<file path="src/common/cache_macros.svh">
// cache geometry and memory timing shared by RTL and testbench
// include wherever the constants are needed
`ifndef CACHE_MACROS_SVH
`define CACHE_MACROS_SVH

// sets per way, tied to the 3-bit index field
`define CACHE_NUM_LINES 8

// default number of ways
`define CACHE_WAYS 2

// cycles from first stb sample to ack
`define MEM_ACK_LATENCY 2

`endif

</file>
<file path="src/common/cache_pkg.sv">
// types shared by the cache, arbiter and memory
// import where a module uses the line, address or bus types
package cache_pkg;

    // ----------------------------------------
    // vectors
    // ----------------------------------------
    typedef logic [127:0] line_t;   // one cache line
    typedef logic [15:0]  sel_t;    // one bit per byte of a line
    typedef logic [11:0]  adr_t;    // line address
    typedef logic [8:0]   tag_t;    // adr[11:3]
    typedef logic [2:0]   index_t;  // adr[2:0]

    // ----------------------------------------
    // wishbone-style bus, line wide
    // ----------------------------------------
    typedef struct packed {
        logic  stb;
        logic  we;
        adr_t  adr;
        sel_t  sel;
        line_t dat;
    } wb_req_t;

    typedef struct packed {
        logic  ack;   // one-cycle pulse
        line_t dat;
    } wb_rsp_t;

    // cache controller
    typedef enum logic [1:0] {
        idle,
        compare,
        writeback,
        refill
    } ctrl_state_t;

endpackage

</file>
<file path="src/hdl/mem_arbiter.sv">
// round-robin arbiter, two caches onto one memory bus
// combinational steering, grant held for a whole transaction
`timescale 1ns/1ns

module mem_arbiter
    import cache_pkg::*;
(
    input  logic    clk,
    input  logic    reset,
    input  wb_req_t req0,
    input  wb_req_t req1,
    output wb_rsp_t rsp0,
    output wb_rsp_t rsp1,
    output wb_req_t mem_req,
    input  wb_rsp_t mem_rsp
);

    logic [1:0] stb_vec;
    logic       grant;  // preferred / current owner
    logic       owner;  // who drives the bus this cycle

    assign stb_vec = {req1.stb, req0.stb};

    // the holder keeps the bus while its stb is up
    always_comb begin
        if (stb_vec[grant]) owner = grant;
        else if (stb_vec[~grant]) owner = ~grant;
        else owner = grant;
    end

    always_ff @(posedge clk) begin
        if (reset) begin
            grant <= 1'b0;
        end else if (mem_rsp.ack) begin
            grant <= ~owner;  // other side goes first next time
        end else begin
            grant <= owner;   // only moves while the holder is idle
        end
    end

    // ----------------------------------------
    // steering
    // ----------------------------------------
    assign mem_req = owner ? req1 : req0;

    assign rsp0 = '{ack: mem_rsp.ack & ~owner, dat: mem_rsp.dat};
    assign rsp1 = '{ack: mem_rsp.ack & owner, dat: mem_rsp.dat};

endmodule

</file>
<file path="config.mk">
export PLATFORM = sky130hd
export DESIGN_NAME = mem_arbiter
export DESIGN_NICKNAME = d
export VERILOG_FILES = /design/src/common/cache_macros.svh /design/src/common/cache_pkg.sv /design/src/hdl/mem_arbiter.sv
export SDC_FILE = /design/constraint.sdc
export NUM_CORES = 1
export LEC_CHECK = 0
export BUFFER_PORTS_ARGS = -buffer_cell sky130_fd_sc_hd__buf_2
export CAP_MARGIN = 20
export CELL_PAD_IN_SITES_DETAIL_PLACEMENT = 2
export CELL_PAD_IN_SITES_GLOBAL_PLACEMENT = 2
export CORE_AREA = 2 2 334 336
export CTS_CLUSTER_DIAMETER = 40
export DETAILED_ROUTE_END_ITERATION = 6
export DIE_AREA = 0 0 336 338
export PLACE_DENSITY = 0.36
export SLEW_MARGIN = 20
export SYNTH_ARGS = -nofsm -noshare
export SYNTH_HDL_FRONTEND = slang
export SYNTH_SLANG_ARGS = --single-unit
</file>
<file path="constraint.sdc">
create_clock -name clk -period 1.95 [get_ports clk]
set_input_delay 0 -clock clk [delete_from_list [all_inputs] [get_ports clk]]
set_output_delay 0 -clock clk [all_outputs]
set_load 0.005 [all_outputs]
</file>
# [Word level (Yosys, flattened, before mapping)]
# Cells that the tools add are included.
[word_totals] register_bits=1 latch_bits=0 mem_bits_rw=0 rom_bits=0 inputBits=447 output_inout_bits=416 memories=0
[op_classes] n_addsub=0 n_mul=0 n_div=0 order_cmp=2 eq_ne=0 shift=0 muxes=8 n_bitwise=4 reduce_logical=0
[ops] cell="2-to-1 mux 158 bit" n=1
[ops] cell="2-to-1 mux 1 bit" n=7
[ops] cell="< comparator 1 x 2 -> 1 bit, second input constant" n=2
[ops] cell="AND 1 bit" n=2
[ops] cell="inverter 1 bit" n=2

# [Longest topological paths before layout]
[depth] depth_word=7 mapped_depth=6 ltp_nobuf=4

# [Worst setup path after synthesis]
# Ideal clock, no wire load.
[synth_timing] path_kind="reg2out" startpoint="reg grant" endpoint="out mem_req[100] (netlist bit)" arrival_ns=1.191 t_required_ns=1.950 slack_ns=0.759 path_stages_with_launch=7 cell_sequence="dfxtp_1 nor2_1 o21ai_2 inv_2 buf_6 buf_6 mux2_4"
[synth_lines] element="from (decl)" line_no="mem_arbiter.sv:19" source="logic grant;"
[synth_lines] element="from (signal assigned)" line_no="mem_arbiter.sv:35" source="grant <= ~owner;"
[synth_lines] element="from (signal assigned)" line_no="mem_arbiter.sv:37" source="grant <= owner;"
[synth_lines] element="to (decl)" line_no="mem_arbiter.sv:14" source="output wb_req_t mem_req,"

==> summary.txt <==
Clocking
  • # Post-CTS Setup Buffers: 0
  • Post-cts sizing count: 0
  • Later-pin clock latency in the skew report: 0 ns
  • Clock-pin slew on the worst setup and hold paths: 0 ns
  • Hold buffer count at CTS: 0

Yosys
  • Post-synthesis cell area: 4387 sq um
  • Sequential area share after synthesis: 0.4564%
  • Syn Area/Cell: 9.992 sq um
  • Cell count after synthesis: 439
  • Syn_nets: 888
  • Cell variety after synth: 13
  • Synth Warn #: 0
  • Yosys reg bits: 1

Worst setup path
  • Max FO, Critical Path: 41
  • Reg2reg start: grant$_SDFF_PP0_
  • CP Launch Type: flip-flop
  • Class of the most critical setup path: reg -> out
  • Nature of the critical path endpoint: output pin
  • Arrival @ worst endpoint: 1.59 ns
  • Delay-heaviest family, CP: buffers and inverters
  • CP peak stage delay: 0.33 ns
  • Critical-path cell list: nor2_1 -> o21ai_2 -> inv_8 -> buf_12 -> mux2_4 -> buf_2
  • Crit path from: grant$_SDFF_PP0_
  • Critical path buffers and inverters: 3
  • CP max stage cell: mux2_4
  • WP data required: 1.95 ns

Timing
  • Max-slew violation count: 0
  • RSZ-0062 raised after global routing: false
  • Final min period: 1.587 ns
  • Slew margin rel.: 78.09%
  • Final Hold Fails: 0
  • Final hold slack: 0.000002539 ns
  • Setup tns final: 0 ns
  • Final Setup Violations: 0
  • Slew @ Worst Pin: 0.3287 ns
  • Max frequency: 630.3 MHz
  • Clk_skew: 0 ns
  • Worst setup margin: 0.3633 ns
  • Final period util: 81.37%

Placed design
  • HPWL Detailed: 30.40 mm
  • Routability cong.: 0.7388
  • Place WS: 0.2966 ns
  • Dpl cells: 2141
  • Port-buffer cells: 478

Layout
  • Layout cells sized above 1: 99.08%
  • Biggest regs: grant (1)
  • Antenna diodes: 0
  • Layout Area Growth over Synthesis: 51.80%
  • Most frequent cells in the layout: buf_2 (478), mux2_4 (119), mux2_2 (38)
  • Final nets: 1104
  • Commonest non-fill, non-tap cell in the layout: buf_2
  • Max reg flops: 1
  • Finished Layout Cells: 2141
  • Largest Register: grant

Floorplan
  • Core area: 110100 sq um
  • Die area: 113600 sq um
  • Top Ports: 863
  • Die Span X: 336 um
  • Row Count: 122
  • Initial core utilization: 3.986%
  • Die H: 338 um

Status
  • Outcome: completed

GRT
  • Total grt overflow: 0
  • Antenna violations before repair: 34
  • First-pass GRT wire length: 38.71 mm
  • Pin count of the biggest net entering global routing: 43
  • Vias in the first global route: 4476
  • Global Route Usage Sum: 5.031%

Detailed routing
  • Total wire length: 31.84 mm
  • DR pass1 iterations: 4
  • Vias/cell: 1.924
  • Routed wire per std cell: 14.87 um
  • DRC Markers: 0
  • Post-route ant nets: 0
  • Iteration-0 DRC Markers: 36
  • Detailed-route via count: 4120

Power
  • Pwr Density: 261.1 nW/um^2
  • Cell leakage power: 3.143 nW
  • Maximum vdd ir drop: 0.00008975 V

Min path
  • Hold WC Path Type: in -> out
  • Hold Startpoint: mem_rsp[88]

Run
  • MaxCap Viol Count: 0
[worst paths after layout]
check                           cells after the start          endpoint  slack, ns
worst max-delay path                                6      mem_req[106]       0.36
worst min register to register                      4  grant$_SDFF_PP0_       0.81
worst min-delay path                                0          rsp0[88]   0.000003
worst max register to register                      4  grant$_SDFF_PP0_       0.80
[cell usage after synthesis]
master,n,area [sq um]
o21ai_2,1,8.760
or2_2,1,6.260
inv_2,1,3.750
buf_6,14,157.7
ha_1,2,25.02
dfxtp_1,1,20.02
buf_4,256,1922
nor2_1,1,3.750
nor2b_1,1,6.260
buf_2,3,15.01
nand2_1,1,3.750
mux2_2,38,427.9
mux2_4,119,1787
[through the flow]
step	utilization, %	area, sq um	total power [mW]
4_1_cts	6.050	6659	1.807
3_5_place_dp	6.050	6659	1.804
5_1_grt	6.050	6659	1.894
3_3_place_gp	6.050	6659	1.791
2_1_floorplan	-	4387	1.349
6_report	6.050	6659	1.739
[final cells by class]
class	count	area [sq um]
multi-input cells	164	2268
fillers	13190	103400
inverters	1	11.26
well taps	1488	1862
flip-flops and latches	1	20.02
repair buffers	487	2497
[metal layers]
metal / wire (um) / track usage (%)
met2: 15970 / 9.742
met4: 599 / 0.2481
met3: 5419 / 3.341
met5: 55 / 0
met1: 9797 / 4.490
[power by group]
part | switching, mW | total [mW] | internal, mW | leakage, nW
Combinational | 0.683 | 1.71 | 1.03 | 3.13
Sequential | 0.00102 | 0.0243 | 0.0232 | 0.00834
Clock | 0 | 0 | 0 | 0
Total | 0.684 | 1.74 | 1.06 | 3.14
[kinds of logic after synthesis]
logic type               count (synthesis)  synth area share [%]
AND/OR/NAND/NOR                          4                0.4564
buffers and inverters                  274                 47.83
adder cells (fa/ha/maj)                  2                0.5704
multiplexers                           157                 50.48
AO/OA/AOI/OAI                            1                0.1997
flip-flops                               1                0.4564
(Power assumes the default switching activity.)
