## src/common/cache_macros.svh

```systemverilog
// cache geometry and memory timing shared by RTL and testbench
// include wherever the constants are needed
`ifndef CACHE_MACROS_SVH
`define CACHE_MACROS_SVH

// sets per way, tied to the 3-bit index field
`define CACHE_NUM_LINES 8

// default number of ways
`define CACHE_WAYS 2

// cycles from first stb sample to ack
`define MEM_ACK_LATENCY 2

`endif

```

## src/common/cache_pkg.sv

```systemverilog
// types shared by the cache, arbiter and memory
// import where a module uses the line, address or bus types
package cache_pkg;

    // ----------------------------------------
    // vectors
    // ----------------------------------------
    typedef logic [127:0] line_t;   // one cache line
    typedef logic [15:0]  sel_t;    // one bit per byte of a line
    typedef logic [11:0]  adr_t;    // line address
    typedef logic [8:0]   tag_t;    // adr[11:3]
    typedef logic [2:0]   index_t;  // adr[2:0]

    // ----------------------------------------
    // wishbone-style bus, line wide
    // ----------------------------------------
    typedef struct packed {
        logic  stb;
        logic  we;
        adr_t  adr;
        sel_t  sel;
        line_t dat;
    } wb_req_t;

    typedef struct packed {
        logic  ack;   // one-cycle pulse
        line_t dat;
    } wb_rsp_t;

    // cache controller
    typedef enum logic [1:0] {
        idle,
        compare,
        writeback,
        refill
    } ctrl_state_t;

endpackage

```

## src/cache/cache_way.sv

```systemverilog
// one way of the set-associative cache: valid, dirty, tag and data per set
// arrays read asynchronously at index_in, written on load
`timescale 1ns/1ns
`include "cache_macros.svh"

module cache_way
    import cache_pkg::*;
#(
    parameter int NUM_LINES = `CACHE_NUM_LINES
) (
    input  logic   clk,
    input  logic   reset,
    input  logic   load,
    input  logic   load_type,   // 0 cpu write, 1 refill
    input  sel_t   byte_sel,
    input  tag_t   tag_in,
    input  index_t index_in,
    input  line_t  data_in,
    output line_t  data_out,
    output tag_t   tag_out,
    output logic   dirty_out,
    output logic   hit_out
);

    logic [NUM_LINES-1:0] valid;
    logic [NUM_LINES-1:0] dirty;
    tag_t                 tags [NUM_LINES];
    line_t                data [NUM_LINES];

    // status bits
    always_ff @(posedge clk) begin
        if (reset) begin
            valid <= '0;
            dirty <= '0;
        end else if (load) begin
            if (load_type) valid[index_in] <= 1'b1;
            dirty[index_in] <= ~load_type;  // refill clean, cpu write dirty
        end
    end

    // tag and data, bytes merged under byte_sel
    always_ff @(posedge clk) begin
        if (load) begin
            if (load_type) tags[index_in] <= tag_in;
            for (int b = 0; b < $bits(sel_t); b++) begin
                if (byte_sel[b]) data[index_in][8*b +: 8] <= data_in[8*b +: 8];
            end
        end
    end

    assign data_out  = data[index_in];
    assign tag_out   = tags[index_in];
    assign dirty_out = dirty[index_in];
    assign hit_out   = valid[index_in] && (tags[index_in] == tag_in);

endmodule

```

## src/cache/cache_lru.sv

```systemverilog
// replacement record per set, a pseudo-LRU tree of ASSOCIATIVITY-1 bits
// with 2 ways the single node is just the complement of the last used way
`timescale 1ns/1ns
`include "cache_macros.svh"

module cache_lru
    import cache_pkg::*;
#(
    parameter int ASSOCIATIVITY = `CACHE_WAYS
) (
    input  logic                             clk,
    input  logic                             reset,
    input  logic [$clog2(ASSOCIATIVITY)-1:0] mru_in,
    input  index_t                           index_in,
    input  logic                             load_in,
    output logic [$clog2(ASSOCIATIVITY)-1:0] lru_out
);

    localparam int LEVELS = $clog2(ASSOCIATIVITY);

    // heap order, node 1 is the root
    logic [ASSOCIATIVITY-1:1] tree [`CACHE_NUM_LINES];
    logic [ASSOCIATIVITY-1:1] tree_cur;
    logic [ASSOCIATIVITY-1:1] tree_next;
    int unsigned              upd_node;
    int unsigned              rd_node;

    assign tree_cur = tree[index_in];

    // every node on the path points away from the used way
    always_comb begin
        tree_next = tree_cur;
        upd_node  = 1;
        for (int lvl = LEVELS - 1; lvl >= 0; lvl--) begin
            tree_next[upd_node] = ~mru_in[lvl];
            upd_node = 2 * upd_node + mru_in[lvl];
        end
    end

    // follow the pointers down to the victim
    always_comb begin
        lru_out = '0;
        rd_node = 1;
        for (int lvl = LEVELS - 1; lvl >= 0; lvl--) begin
            lru_out[lvl] = tree_cur[rd_node];
            rd_node = 2 * rd_node + tree_cur[rd_node];
        end
    end

    always_ff @(posedge clk) begin
        if (reset) begin
            for (int s = 0; s < `CACHE_NUM_LINES; s++) tree[s] <= '0;
        end else if (load_in) begin
            tree[index_in] <= tree_next;
        end
    end

endmodule

```

## src/cache/cache_datapath.sv

```systemverilog
// cache datapath: steers data, selects, tag and load between the cpu bus,
// the ways and the memory bus under the controller's selects
`timescale 1ns/1ns
`include "cache_macros.svh"

module cache_datapath
    import cache_pkg::*;
#(
    parameter int ASSOCIATIVITY = `CACHE_WAYS
) (
    input  logic                             clk,
    input  logic                             reset,

    // from controller
    input  logic [$clog2(ASSOCIATIVITY)-1:0] cache_way_sel,
    input  logic                             input_data_source_sel,  // 1 on refill
    input  logic                             tag_bypass_sel,         // 1 on refill
    input  logic                             load,
    input  logic                             load_lru,

    // cpu and memory side
    input  wb_req_t                          cpu_req,
    input  line_t                            mem_rdata,

    // to controller
    output logic [ASSOCIATIVITY-1:0]         hit,
    output logic                             dirty,
    output logic [$clog2(ASSOCIATIVITY)-1:0] lru,

    output line_t                            cpu_rdata,
    output adr_t                             mem_adr,
    output sel_t                             mem_sel,
    output line_t                            mem_wdata
);

    tag_t                     req_tag;
    index_t                   index;
    line_t                    data_in;
    sel_t                     byte_sel;
    logic [ASSOCIATIVITY-1:0] load_vec;
    line_t [ASSOCIATIVITY-1:0] way_data;
    tag_t  [ASSOCIATIVITY-1:0] way_tag;
    logic [ASSOCIATIVITY-1:0] way_dirty;
    line_t                    data_sel;
    tag_t                     tag_sel;

    assign req_tag = cpu_req.adr[11:3];
    assign index   = cpu_req.adr[2:0];

    // ----------------------------------------
    // into the ways
    // ----------------------------------------
    assign mem_sel  = '1;  // memory always moves whole lines
    assign data_in  = input_data_source_sel ? mem_rdata : cpu_req.dat;
    assign byte_sel = input_data_source_sel ? mem_sel : cpu_req.sel;

    // load goes to the selected way only
    always_comb begin
        load_vec = '0;
        load_vec[cache_way_sel] = load;
    end

    // ----------------------------------------
    // out of the ways
    // ----------------------------------------
    assign data_sel  = way_data[cache_way_sel];
    assign tag_sel   = way_tag[cache_way_sel];
    assign cpu_rdata = data_sel;
    assign mem_wdata = data_sel;

    // victim tag for writeback, request tag for refill
    assign mem_adr = {tag_bypass_sel ? req_tag : tag_sel, index};

    assign dirty = way_dirty[lru];  // decides writeback on a miss

    // ----------------------------------------
    // ways and replacement
    // ----------------------------------------
    cache_way #(
        .NUM_LINES(`CACHE_NUM_LINES)
    ) way_inst [ASSOCIATIVITY-1:0] (
        .clk       (clk),
        .reset     (reset),
        .load      (load_vec),
        .load_type (input_data_source_sel),
        .byte_sel  (byte_sel),
        .tag_in    (req_tag),
        .index_in  (index),
        .data_in   (data_in),
        .data_out  (way_data),
        .tag_out   (way_tag),
        .dirty_out (way_dirty),
        .hit_out   (hit)
    );

    cache_lru #(
        .ASSOCIATIVITY(ASSOCIATIVITY)
    ) lru_inst (
        .clk      (clk),
        .reset    (reset),
        .mru_in   (cache_way_sel),
        .index_in (index),
        .load_in  (load_lru),
        .lru_out  (lru)
    );

endmodule

```

## src/cache/cache_control.sv

```systemverilog
// cache controller: idle, compare, then writeback and refill on a miss
// hits ack two cycles after stb is first seen
`timescale 1ns/1ns
`include "cache_macros.svh"

module cache_control
    import cache_pkg::*;
#(
    parameter int ASSOCIATIVITY = `CACHE_WAYS
) (
    input  logic                             clk,
    input  logic                             reset,
    input  logic                             cpu_stb,
    input  logic                             cpu_we,
    input  logic [ASSOCIATIVITY-1:0]         hit,
    input  logic                             dirty,
    input  logic [$clog2(ASSOCIATIVITY)-1:0] lru,
    input  logic                             mem_ack,
    output logic                             cpu_ack,
    output logic                             mem_stb,
    output logic                             mem_we,
    output logic [$clog2(ASSOCIATIVITY)-1:0] cache_way_sel,
    output logic                             input_data_source_sel,
    output logic                             tag_bypass_sel,
    output logic                             load,
    output logic                             load_lru
);

    localparam int WAY_W = $clog2(ASSOCIATIVITY);

    ctrl_state_t      state;
    ctrl_state_t      state_next;
    logic [WAY_W-1:0] way_q;     // way picked in compare, held after
    logic [WAY_W-1:0] hit_way;
    logic             ack_seen;  // forces the stb gap after a mem ack

    always_comb begin
        hit_way = '0;
        for (int w = 0; w < ASSOCIATIVITY; w++) begin
            if (hit[w]) hit_way = WAY_W'(w);
        end
    end

    // ----------------------------------------
    // next state and datapath selects
    // ----------------------------------------
    always_comb begin
        state_next            = state;
        cache_way_sel         = way_q;
        input_data_source_sel = 1'b0;
        tag_bypass_sel        = 1'b0;
        load                  = 1'b0;
        load_lru              = 1'b0;
        mem_stb               = 1'b0;
        mem_we                = 1'b0;
        case (state)
            idle: begin
                if (cpu_stb && !cpu_ack) state_next = compare;  // skip the ack cycle
            end
            compare: begin
                if (|hit) begin
                    cache_way_sel = hit_way;
                    load          = cpu_we;
                    load_lru      = 1'b1;
                    state_next    = idle;
                end else begin
                    cache_way_sel = lru;  // victim
                    state_next    = dirty ? writeback : refill;
                end
            end
            writeback: begin
                mem_stb = !ack_seen;
                mem_we  = 1'b1;
                if (mem_ack) state_next = refill;
            end
            refill: begin
                input_data_source_sel = 1'b1;
                tag_bypass_sel        = 1'b1;
                mem_stb               = !ack_seen;
                load                  = mem_ack;  // line valid with ack
                if (mem_ack) state_next = compare;
            end
            default: state_next = idle;
        endcase
    end

    always_ff @(posedge clk) begin
        if (reset) begin
            state    <= idle;
            way_q    <= '0;
            cpu_ack  <= 1'b0;
            ack_seen <= 1'b0;
        end else begin
            state    <= state_next;
            way_q    <= cache_way_sel;
            cpu_ack  <= (state == compare) && (|hit);
            ack_seen <= mem_ack;
        end
    end

endmodule

```

## src/cache/cache.sv

```systemverilog
// one write-back cache, controller plus datapath
// cpu bus in, memory bus out
`timescale 1ns/1ns
`include "cache_macros.svh"

module cache
    import cache_pkg::*;
#(
    parameter int ASSOCIATIVITY = `CACHE_WAYS
) (
    input  logic    clk,
    input  logic    reset,
    input  wb_req_t cpu_req,
    output wb_rsp_t cpu_rsp,
    output wb_req_t mem_req,
    input  wb_rsp_t mem_rsp
);

    logic [$clog2(ASSOCIATIVITY)-1:0] way_sel;
    logic [$clog2(ASSOCIATIVITY)-1:0] lru;
    logic [ASSOCIATIVITY-1:0]         hit;
    logic                             data_src_sel;
    logic                             tag_bypass_sel;
    logic                             load;
    logic                             load_lru;
    logic                             dirty;
    logic                             cpu_ack;
    logic                             mem_stb;
    logic                             mem_we;
    line_t                            cpu_rdata;
    line_t                            mem_wdata;
    adr_t                             mem_adr;
    sel_t                             mem_sel;

    cache_control #(
        .ASSOCIATIVITY(ASSOCIATIVITY)
    ) control_inst (
        .clk                   (clk),
        .reset                 (reset),
        .cpu_stb               (cpu_req.stb),
        .cpu_we                (cpu_req.we),
        .hit                   (hit),
        .dirty                 (dirty),
        .lru                   (lru),
        .mem_ack               (mem_rsp.ack),
        .cpu_ack               (cpu_ack),
        .mem_stb               (mem_stb),
        .mem_we                (mem_we),
        .cache_way_sel         (way_sel),
        .input_data_source_sel (data_src_sel),
        .tag_bypass_sel        (tag_bypass_sel),
        .load                  (load),
        .load_lru              (load_lru)
    );

    cache_datapath #(
        .ASSOCIATIVITY(ASSOCIATIVITY)
    ) datapath_inst (
        .clk                   (clk),
        .reset                 (reset),
        .cache_way_sel         (way_sel),
        .input_data_source_sel (data_src_sel),
        .tag_bypass_sel        (tag_bypass_sel),
        .load                  (load),
        .load_lru              (load_lru),
        .cpu_req               (cpu_req),
        .mem_rdata             (mem_rsp.dat),
        .hit                   (hit),
        .dirty                 (dirty),
        .lru                   (lru),
        .cpu_rdata             (cpu_rdata),
        .mem_adr               (mem_adr),
        .mem_sel               (mem_sel),
        .mem_wdata             (mem_wdata)
    );

    // pack the bus structs
    assign cpu_rsp = '{ack: cpu_ack, dat: cpu_rdata};
    assign mem_req = '{stb: mem_stb, we: mem_we, adr: mem_adr, sel: mem_sel, dat: mem_wdata};

endmodule

```

## config.mk

```make
export PLATFORM = sky130hd
export DESIGN_NAME = cache
export DESIGN_NICKNAME = d
export VERILOG_FILES = /design/src/common/cache_pkg.sv /design/src/cache/cache_way.sv /design/src/cache/cache_lru.sv /design/src/cache/cache_datapath.sv /design/src/cache/cache_control.sv /design/src/cache/cache.sv
export VERILOG_INCLUDE_DIRS = /design/src /design/src/common
export SDC_FILE = /design/constraint.sdc
export NUM_CORES = 2
export LEC_CHECK = 0
export BUFFER_PORTS_ARGS = -buffer_cell sky130_fd_sc_hd__buf_2
export CORE_MARGIN = 1
export CORE_UTILIZATION = 40
export DETAILED_ROUTE_END_ITERATION = 12
export GPL_TIMING_DRIVEN = 1
export PLACE_DENSITY = 0.54
export RECOVER_POWER = 25
export SLEW_MARGIN = 25
export SYNTH_ARGS = -nofsm -noshare
export SYNTH_HDL_FRONTEND = slang
export SYNTH_SLANG_ARGS = --single-unit
```

## constraint.sdc

```tcl
create_clock -name clk -period 4.5 [get_ports clk]
set_clock_uncertainty 0.05 [all_clocks]
set_input_delay 0.225 -clock clk [delete_from_list [all_inputs] [get_ports clk]]
set_output_delay 0.225 -clock clk [all_outputs]
set_load 0.02 [all_outputs]
```

Word-level counts from Yosys, hierarchy flattened
Memories as Yosys holds them, arrays and structs flattened. Cells that the tools add are included.

Register bits: 37. Bits in writable memories: 2200. Bits of input ports: 289. Output and inout port bits: 287. Word-level logic and storage cells: 178. Memories kept: 5.

Memory list: datapath_inst.way_inst[0].data (words 8, bits a word 128, read ports 1, clocked after memory_dff 0, wr ports 1, RTL line cache_way.sv:28) `line_t data [NUM_LINES];`; datapath_inst.way_inst[1].data (words 8, bits a word 128, read ports 1, clocked after memory_dff 0, wr ports 1, RTL line cache_way.sv:28); datapath_inst.way_inst[0].tags (words 8, bits a word 9, read ports 1, clocked after memory_dff 0, wr ports 1, RTL line cache_way.sv:27) `tag_t tags [NUM_LINES];`; datapath_inst.way_inst[1].tags (words 8, bits a word 9, read ports 1, clocked after memory_dff 0, wr ports 1, RTL line cache_way.sv:27); datapath_inst.lru_inst.tree (words 8, bits a word 1, read ports 1, clocked after memory_dff 0, wr ports 8, RTL line cache_lru.sv:22) `` logic [ASSOCIATIVITY-1:1] tree [`CACHE_NUM_LINES]; ``.

Order comparisons: 5. Equal/unequal tests: 8. Multiplexer cells: 132. Bitwise gates (word level): 5. Reduce and logical (&&, ||, !) cells: 15.

Operators with widths (number): 2-to-1 mux 128 bit (3); 2-to-1 mux 1 bit (110); 2-to-1 mux 9 bit (3); equality test 9 bit (2); bitwise mux 8 bit (2); 2-to-1 mux 16 bit (1); bitwise OR 8 bit (2); binary-select mux 1 bit (select 3 bit) (4); 2-to-1 mux 2 bit (4); case mux 2 bit (4 select lines) (1); logical AND 1 bit (6); equality test 2 bit, second input constant (2); < comparator 1 x 2 -> 1 bit, second input constant (2); < comparator 3 x 4 -> 1 bit, second input constant (1); inequality test 2 bit, second input constant (2); AND reduction 2 bit (2); OR reduction 2 bit (2); demux 1 bit (select 3 bit) (1); greater-or-equal comparator 3 x 1 -> 1 bit, second input constant (1); 2-to-1 mux 3 bit (1); AND reduction 3 bit (1); bitwise AND 2 bit (1); equality test 2 x 1 -> 1 bit, second input constant (1); zero test 1 bit (2); other kinds (7) (8).

Depth between registers and ports, before layout
Depth in word-level cells: 13. Depth in mapped cells: 15. Gate-level depth less buffers: 8.

Hierarchy
Synthesis repeated with hierarchy kept, for this count alone.

Cell total of the unflattened synthesis: 4928. Area, all modules: 86699.4 um^2.

Modules (own cells, without submodules): cache_way at datapath_inst.way_inst[1] (instances 1, cells each 2178, area each 40563.9 um^2, seq. area each 33231.9 um^2); cache_way at datapath_inst.way_inst[0] (instances 1, cells each 2188, area each 40538.9 um^2, seq. area each 33231.9 um^2); cache_datapath (instances 1, cells each 483, area each 4745.8 um^2, seq. area each 0.0 um^2); cache_lru (instances 1, cells each 40, area each 485.5 um^2, seq. area each 240.2 um^2); cache_control (instances 1, cells each 36, area each 342.8 um^2, seq. area each 100.1 um^2); cache (instances 1, cells each 3, area each 22.5 um^2, seq. area each 0.0 um^2).

Worst setup path before layout
Ideal clock, no wire load.

Kind: input port to flip-flop. Start point: in cpu_req[145] in the netlist's numbering. End point: mem datapath_inst.way_inst[1].data[6][120] in the netlist's numbering (enable). Library setup time: 0.383 ns. Data arrival time: 3.506 ns. Required time: 4.067 ns. Setup slack: 0.560 ns. Cell stages on the path: 12. Path buffers: 4. Cells stage by stage: buf_6 -> mux2i_1 -> mux4_2 -> xnor2_1 -> or3b_1 -> or4_1 -> buf_2 -> nor3_4 -> nor3_1 -> clkbuf_1 -> buf_2 -> nor3_1.

Longest elaborated chain between the ends: 13. Elaborated cells between the ends (all ways): 25. Classes of those cells: 2 x order compare; 2 x eq/ne; 13 x mux; 1 x bitwise; 4 x reduce/logical; 3 x memory.

RTL lines: start: declaration (RTL line cache.sv:13) `input wb_req_t cpu_req,`; memory (8 x 9 bit) / binary-select mux 1 bit (select 3 bit) (equally long branches); equality test 9 bit / 2-to-1 mux 1 bit (equally long branches) (RTL line cache_way.sv:54) `assign hit_out = valid[index_in] && (tags[index_in] == tag_in);`; logical AND 1 bit (RTL line cache_way.sv:54); 2-to-1 mux 1 bit / OR reduction 2 bit (equally long branches) (RTL line cache_control.sv:40, cache_control.sv:61); 2-to-1 mux 1 bit (RTL line cache_control.sv:61) `if (|hit) begin`; 2-to-1 mux 1 bit (RTL line cache_control.sv:56) `case (state)`; < comparator 1 x 2 -> 1 bit (implied by the code) / greater-or-equal comparator 1 bit (equally long branches) (RTL line cache_datapath.sv:60) `load_vec[cache_way_sel] = load;`; logical AND 1 bit (implied by the code) (RTL line cache_datapath.sv:60); 2-to-1 mux 1 bit (implied by the code) (RTL line cache_datapath.sv:60); demux 1 bit (select 1 bit); bitwise AND 2 bit (no line); 2-to-1 mux 1 bit (RTL line cache_way.sv:43) `if (load) begin`; 2-to-1 mux 1 bit (implied by the code) (RTL line cache_way.sv:46) `if (byte_sel[b]) data[index_in][8*b +: 8] <= data_in[8*b +: 8];`; end: declaration (RTL line cache_way.sv:28).

Parallel ways exist; a longest one is shown, timed or not. The select of a mux whose other input is x is not followed.

==> metrics.log <==
[metrics] Pre-antenna DRT Iters: 5
[metrics] number of fill cells: 17700
[metrics] CP Max Fanout: 11
[metrics] die outline width: 467 um
[metrics] Setup TNS: 0 ns
[metrics] share of the clock period used by the worst path after layout: 99.9%
[metrics] hpwl dp: 152000 um
[metrics] drt initial violations: 5205
[metrics] max-cap check violation count: 0
[metrics] clock tree from TritonCTS: built
[metrics] Routed WL: 246000 um
[metrics] Reg2Reg Setup Slack: 0.25 ns
[metrics] Clock transition at path regs: 0.06 ns
[metrics] count of unique library cells instantiated by Yosys: 71
[metrics] most common flop cell mapped by yosys: edfxtp_1
[metrics] worst-case reg-to-reg path depth: 12
[metrics] overall die height: 467 um
[metrics] Layout Area Growth over Synthesis: 22.3%
[metrics] worst path arrival time: 4.22 ns
[metrics] global-route total usage across every layer: 22.0%
[metrics] number of antenna violations at the first check in global routing: 4
[metrics] Die Outline Area: 218000 um^2
[metrics] library cell with the largest summed area after synthesis: edfxtp_1
[metrics] flip-flop and latch count after synthesis: 2237
[metrics] drt via density: 5.68
[metrics] category of the most critical setup path: reg2out
[metrics] Clock Sinks: 2237
[metrics] NumNets Final: 6236
[metrics] Worst Setup End Kind: output port
[metrics] Worst Hold Path EP: datapath_inst.way_inst[1].data[5][9]
[metrics] cell with the most instances after synthesis: edfxtp_1
[metrics] setup repair after global routing missed its margin: yes
[metrics] Synth top cells by count: edfxtp_1 (2200), a22oi_1 (1033), clkbuf_1 (293)
[metrics] worst min-delay path category: in2reg
[metrics] Tightest Pin Transition: 1.09 ns
[metrics] top-level I/O count: 576
[metrics] top cells by area, synth: edfxtp_1 (76%), a22oi_1 (9.0%), mux2_2 (2.9%)
[metrics] reg2reg end: datapath_inst.way_inst[1].data[6][46]
[metrics] site row count: 170
[metrics] instance count of the mapped netlist: 4948
[metrics] Avg Cell Area, Syn: 17.5 um^2
[metrics] area of the placeable core: 215000 um^2
[metrics] total power after layout: 47.7 mW
[metrics] remaining global-route overflow: 0
[metrics] result of the run: complete, no violations
[metrics] DRT antenna net count: 0
[metrics] hold_sp: cpu_req[9]
[metrics] data required time of the critical path: 4.22 ns
[metrics] fraction of registers with async set or reset after synthesis: 0%
[metrics] H-tree depth: 4
[metrics] origin of the critical flop-to-flop path: datapath_inst.way_inst[1].tags[7][6]
[metrics] Peak Freq: 222 MHz
[metrics] Max Transition Viols Final: 0
[metrics] area share of the largest cell type after synthesis: 76.4%
[metrics] static power due to leakage: 34.3 nW
[metrics] total count of hold-check failures in the final report: 0
[metrics] worst vdd ir: 0.381 mV
[metrics] critical path startpoint category: flip-flop
[metrics] Starting Density: 40.3%
[metrics] DRC violation count after routing: 0
[metrics] post-DR wirelength/cell: 27.4 um
[metrics] routed vias: 51000
[metrics] shortest clock period the worst path allows after layout: 4.50 ns
[metrics] cell depth of the worst min-delay path: 2
[metrics] Post-Synthesis Cell Area: 86400 um^2
[metrics] fraction of final layout cells with drive strength greater than 1: 29.7%
[metrics] buffers from clock root to sink, at most: 3
[metrics] via count of the first global-routing pass: 50500
[metrics] headroom to the max-slew limit: 26.8%
[metrics] final setup fails: 0
[metrics] global placement routability congestion: 0.818
[metrics] clk_lat worst skew: 0.86 ns
[metrics] clock root buffer: clkbuf_16
[metrics] number of synthesized flops with an enable pin: 2200
[metrics] synthesis warning total: 0
[metrics] Power per Cell Area: 451 nW/um^2
[metrics] count of input and output buffers: 559
[metrics] number of CTS-inserted buffers: 225
[metrics] wire length of the first global-routing pass: 354000 um
[metrics] sequential cell area fraction in the yosys report: 77.3%
[metrics] maximum number of pins on one net before global-route repair: 104
==> cell type report <==
cell class | instances | area [um^2] | area share, %
clock inverter | 160 | 1640 | 1.55
sequential | 2237 | 66800 | 63.2
tap | 2838 | 3550 | 3.36
timing repair buffer | 1273 | 10100 | 9.57
antenna | 1 | 2.50 | 0.00237
clock buffer | 257 | 5790 | 5.48
multi-input combinational | 2188 | 17700 | 16.8
inverter | 18 | 67.6 | 0.0639
==> flip-flops by register name, summed over array words and instances (netlist names) <==
name	count
control_inst.way_q	1
datapath_inst.way_inst.dirty	16
datapath_inst.way_inst.valid	16
datapath_inst.way_inst.tags	144
control_inst.state	2
control_inst.ack_seen	1
datapath_inst.lru_inst.tree	8
control_inst.cpu_ack	1
datapath_inst.way_inst.data	2048
==> timing repair <==
item | in CTS | in global routing
resized for setup | 118 | 97
gates cloned | 5 | 4
hold buffers | 270 | 0
pin swaps | 6 | 1
setup buffers | 7 | 1
endpoints found under the setup margin | 265 | 171
hold endpoints to repair | 2146 | 0
==> worst max-delay path: stages (launching register included) <==
cell and delay, ns:
edfxtp_1 0.41, mux4_2 0.51, mux2i_4 0.20, xor2_1 0.19, nand4_1 0.17, nor4_4 0.35
buf_4 0.20, o221ai_4 0.14, buf_4 0.23, and2_4 0.23, o311ai_2 0.38, buf_4 0.18
buf_2 0.15
==> layer usage <==
layer	track usage, %	vias to the layer above	share of wire [%]
met5	0	-	0.0049
met4	6.03	2	2.4
met3	2.87	310	6.1
met2	36.5	1988	49
met1	30.5	26300	43
li1	-	22400	-
==> how the worst max path moves through the flow <==
stage                                               from                                      to  slack (ns)  cells past startpoint
global route        datapath_inst.way_inst[0].tags[1][8]                             cpu_rsp[70]       -0.09                     14
CTS                 datapath_inst.way_inst[1].tags[7][6]                             cpu_rsp[85]       -0.01                     12
finish              datapath_inst.way_inst[0].tags[7][3]                            mem_req[152]       0.004                     12
detailed placement                          cpu_req[145]   datapath_inst.way_inst[0].data[1][61]       -0.21                     13
global placement                            cpu_req[145]   datapath_inst.way_inst[0].data[2][75]       -0.18                     12
floorplan                                   cpu_req[145]  datapath_inst.way_inst[1].data[6][120]        0.56                     12
==> cell families after synthesis <==
kind of cell	after synthesis	synth area share, %
muxes	335	4.60
DFF	2237	77.3
AOI/OAI and AO/OA	1131	9.97
adders and majority gates	4	0.0579
buffers and inverters	538	3.26
other	1	0.00434
xor gates and xnor gates	12	0.122
and+or+nand+nor	690	4.69
==> per-stage QoR <==
stage / instance area (um^2) / hold WS [ns] / utilization (%) / worst slack (ns) / instances
2_1_floorplan: 86500 / 0.274 / - / 0.560 / 4963
3_3_place_gp: 94200 / 0.387 / 43.9 / -0.181 / 8265
3_5_place_dp: 94300 / 0.393 / 43.9 / -0.206 / 8268
4_1_cts: 105000 / 0.00185 / 48.9 / -0.0106 / 8966
5_1_grt: 106000 / 0.0434 / 49.2 / -0.0886 / 8972
6_report: 106000 / 0.0756 / 49.2 / 0.00403 / 8972
==> where the power goes <==
group	switching [mW]	leakage, nW	internal (mW)
Sequential	0.00961	20.1	23.0
Combinational	3.65	10.6	2.22
Clock	8.04	3.60	10.7
Total	11.7	34.3	36.0
==> cell usage in the layout (no fill, tap or decap), types with 22 or more instances in the layout <==
| cell | netlist | final |
|---|---|---|
| buf_2 | 39 | 487 |
| clkbuf_1 | 293 | 34 |
| clkinv_1 | 0 | 54 |
| bufinv_16 | 0 | 26 |
| buf_4 | 151 | 397 |
| nor3_1 | 227 | 137 |
| clkinv_2 | 0 | 45 |
| clkbuf_16 | 0 | 230 |
| a22oi_1 | 1033 | 1033 |
| mux2i_1 | 42 | 39 |
| edfxtp_1 | 2200 | 2200 |
| dfxtp_1 | 37 | 37 |
| mux4_2 | 22 | 22 |
| buf_6 | 14 | 45 |
| nand2_1 | 33 | 27 |
| nand4_1 | 262 | 262 |
| dlygate4sd3_1 | 0 | 270 |
| nor2_1 | 58 | 50 |
| mux2_2 | 226 | 236 |
| mux2_4 | 0 | 31 |
| buf_12 | 0 | 55 |
| nor3_2 | 61 | 151 |
Power figures use the tool's default switching activity.
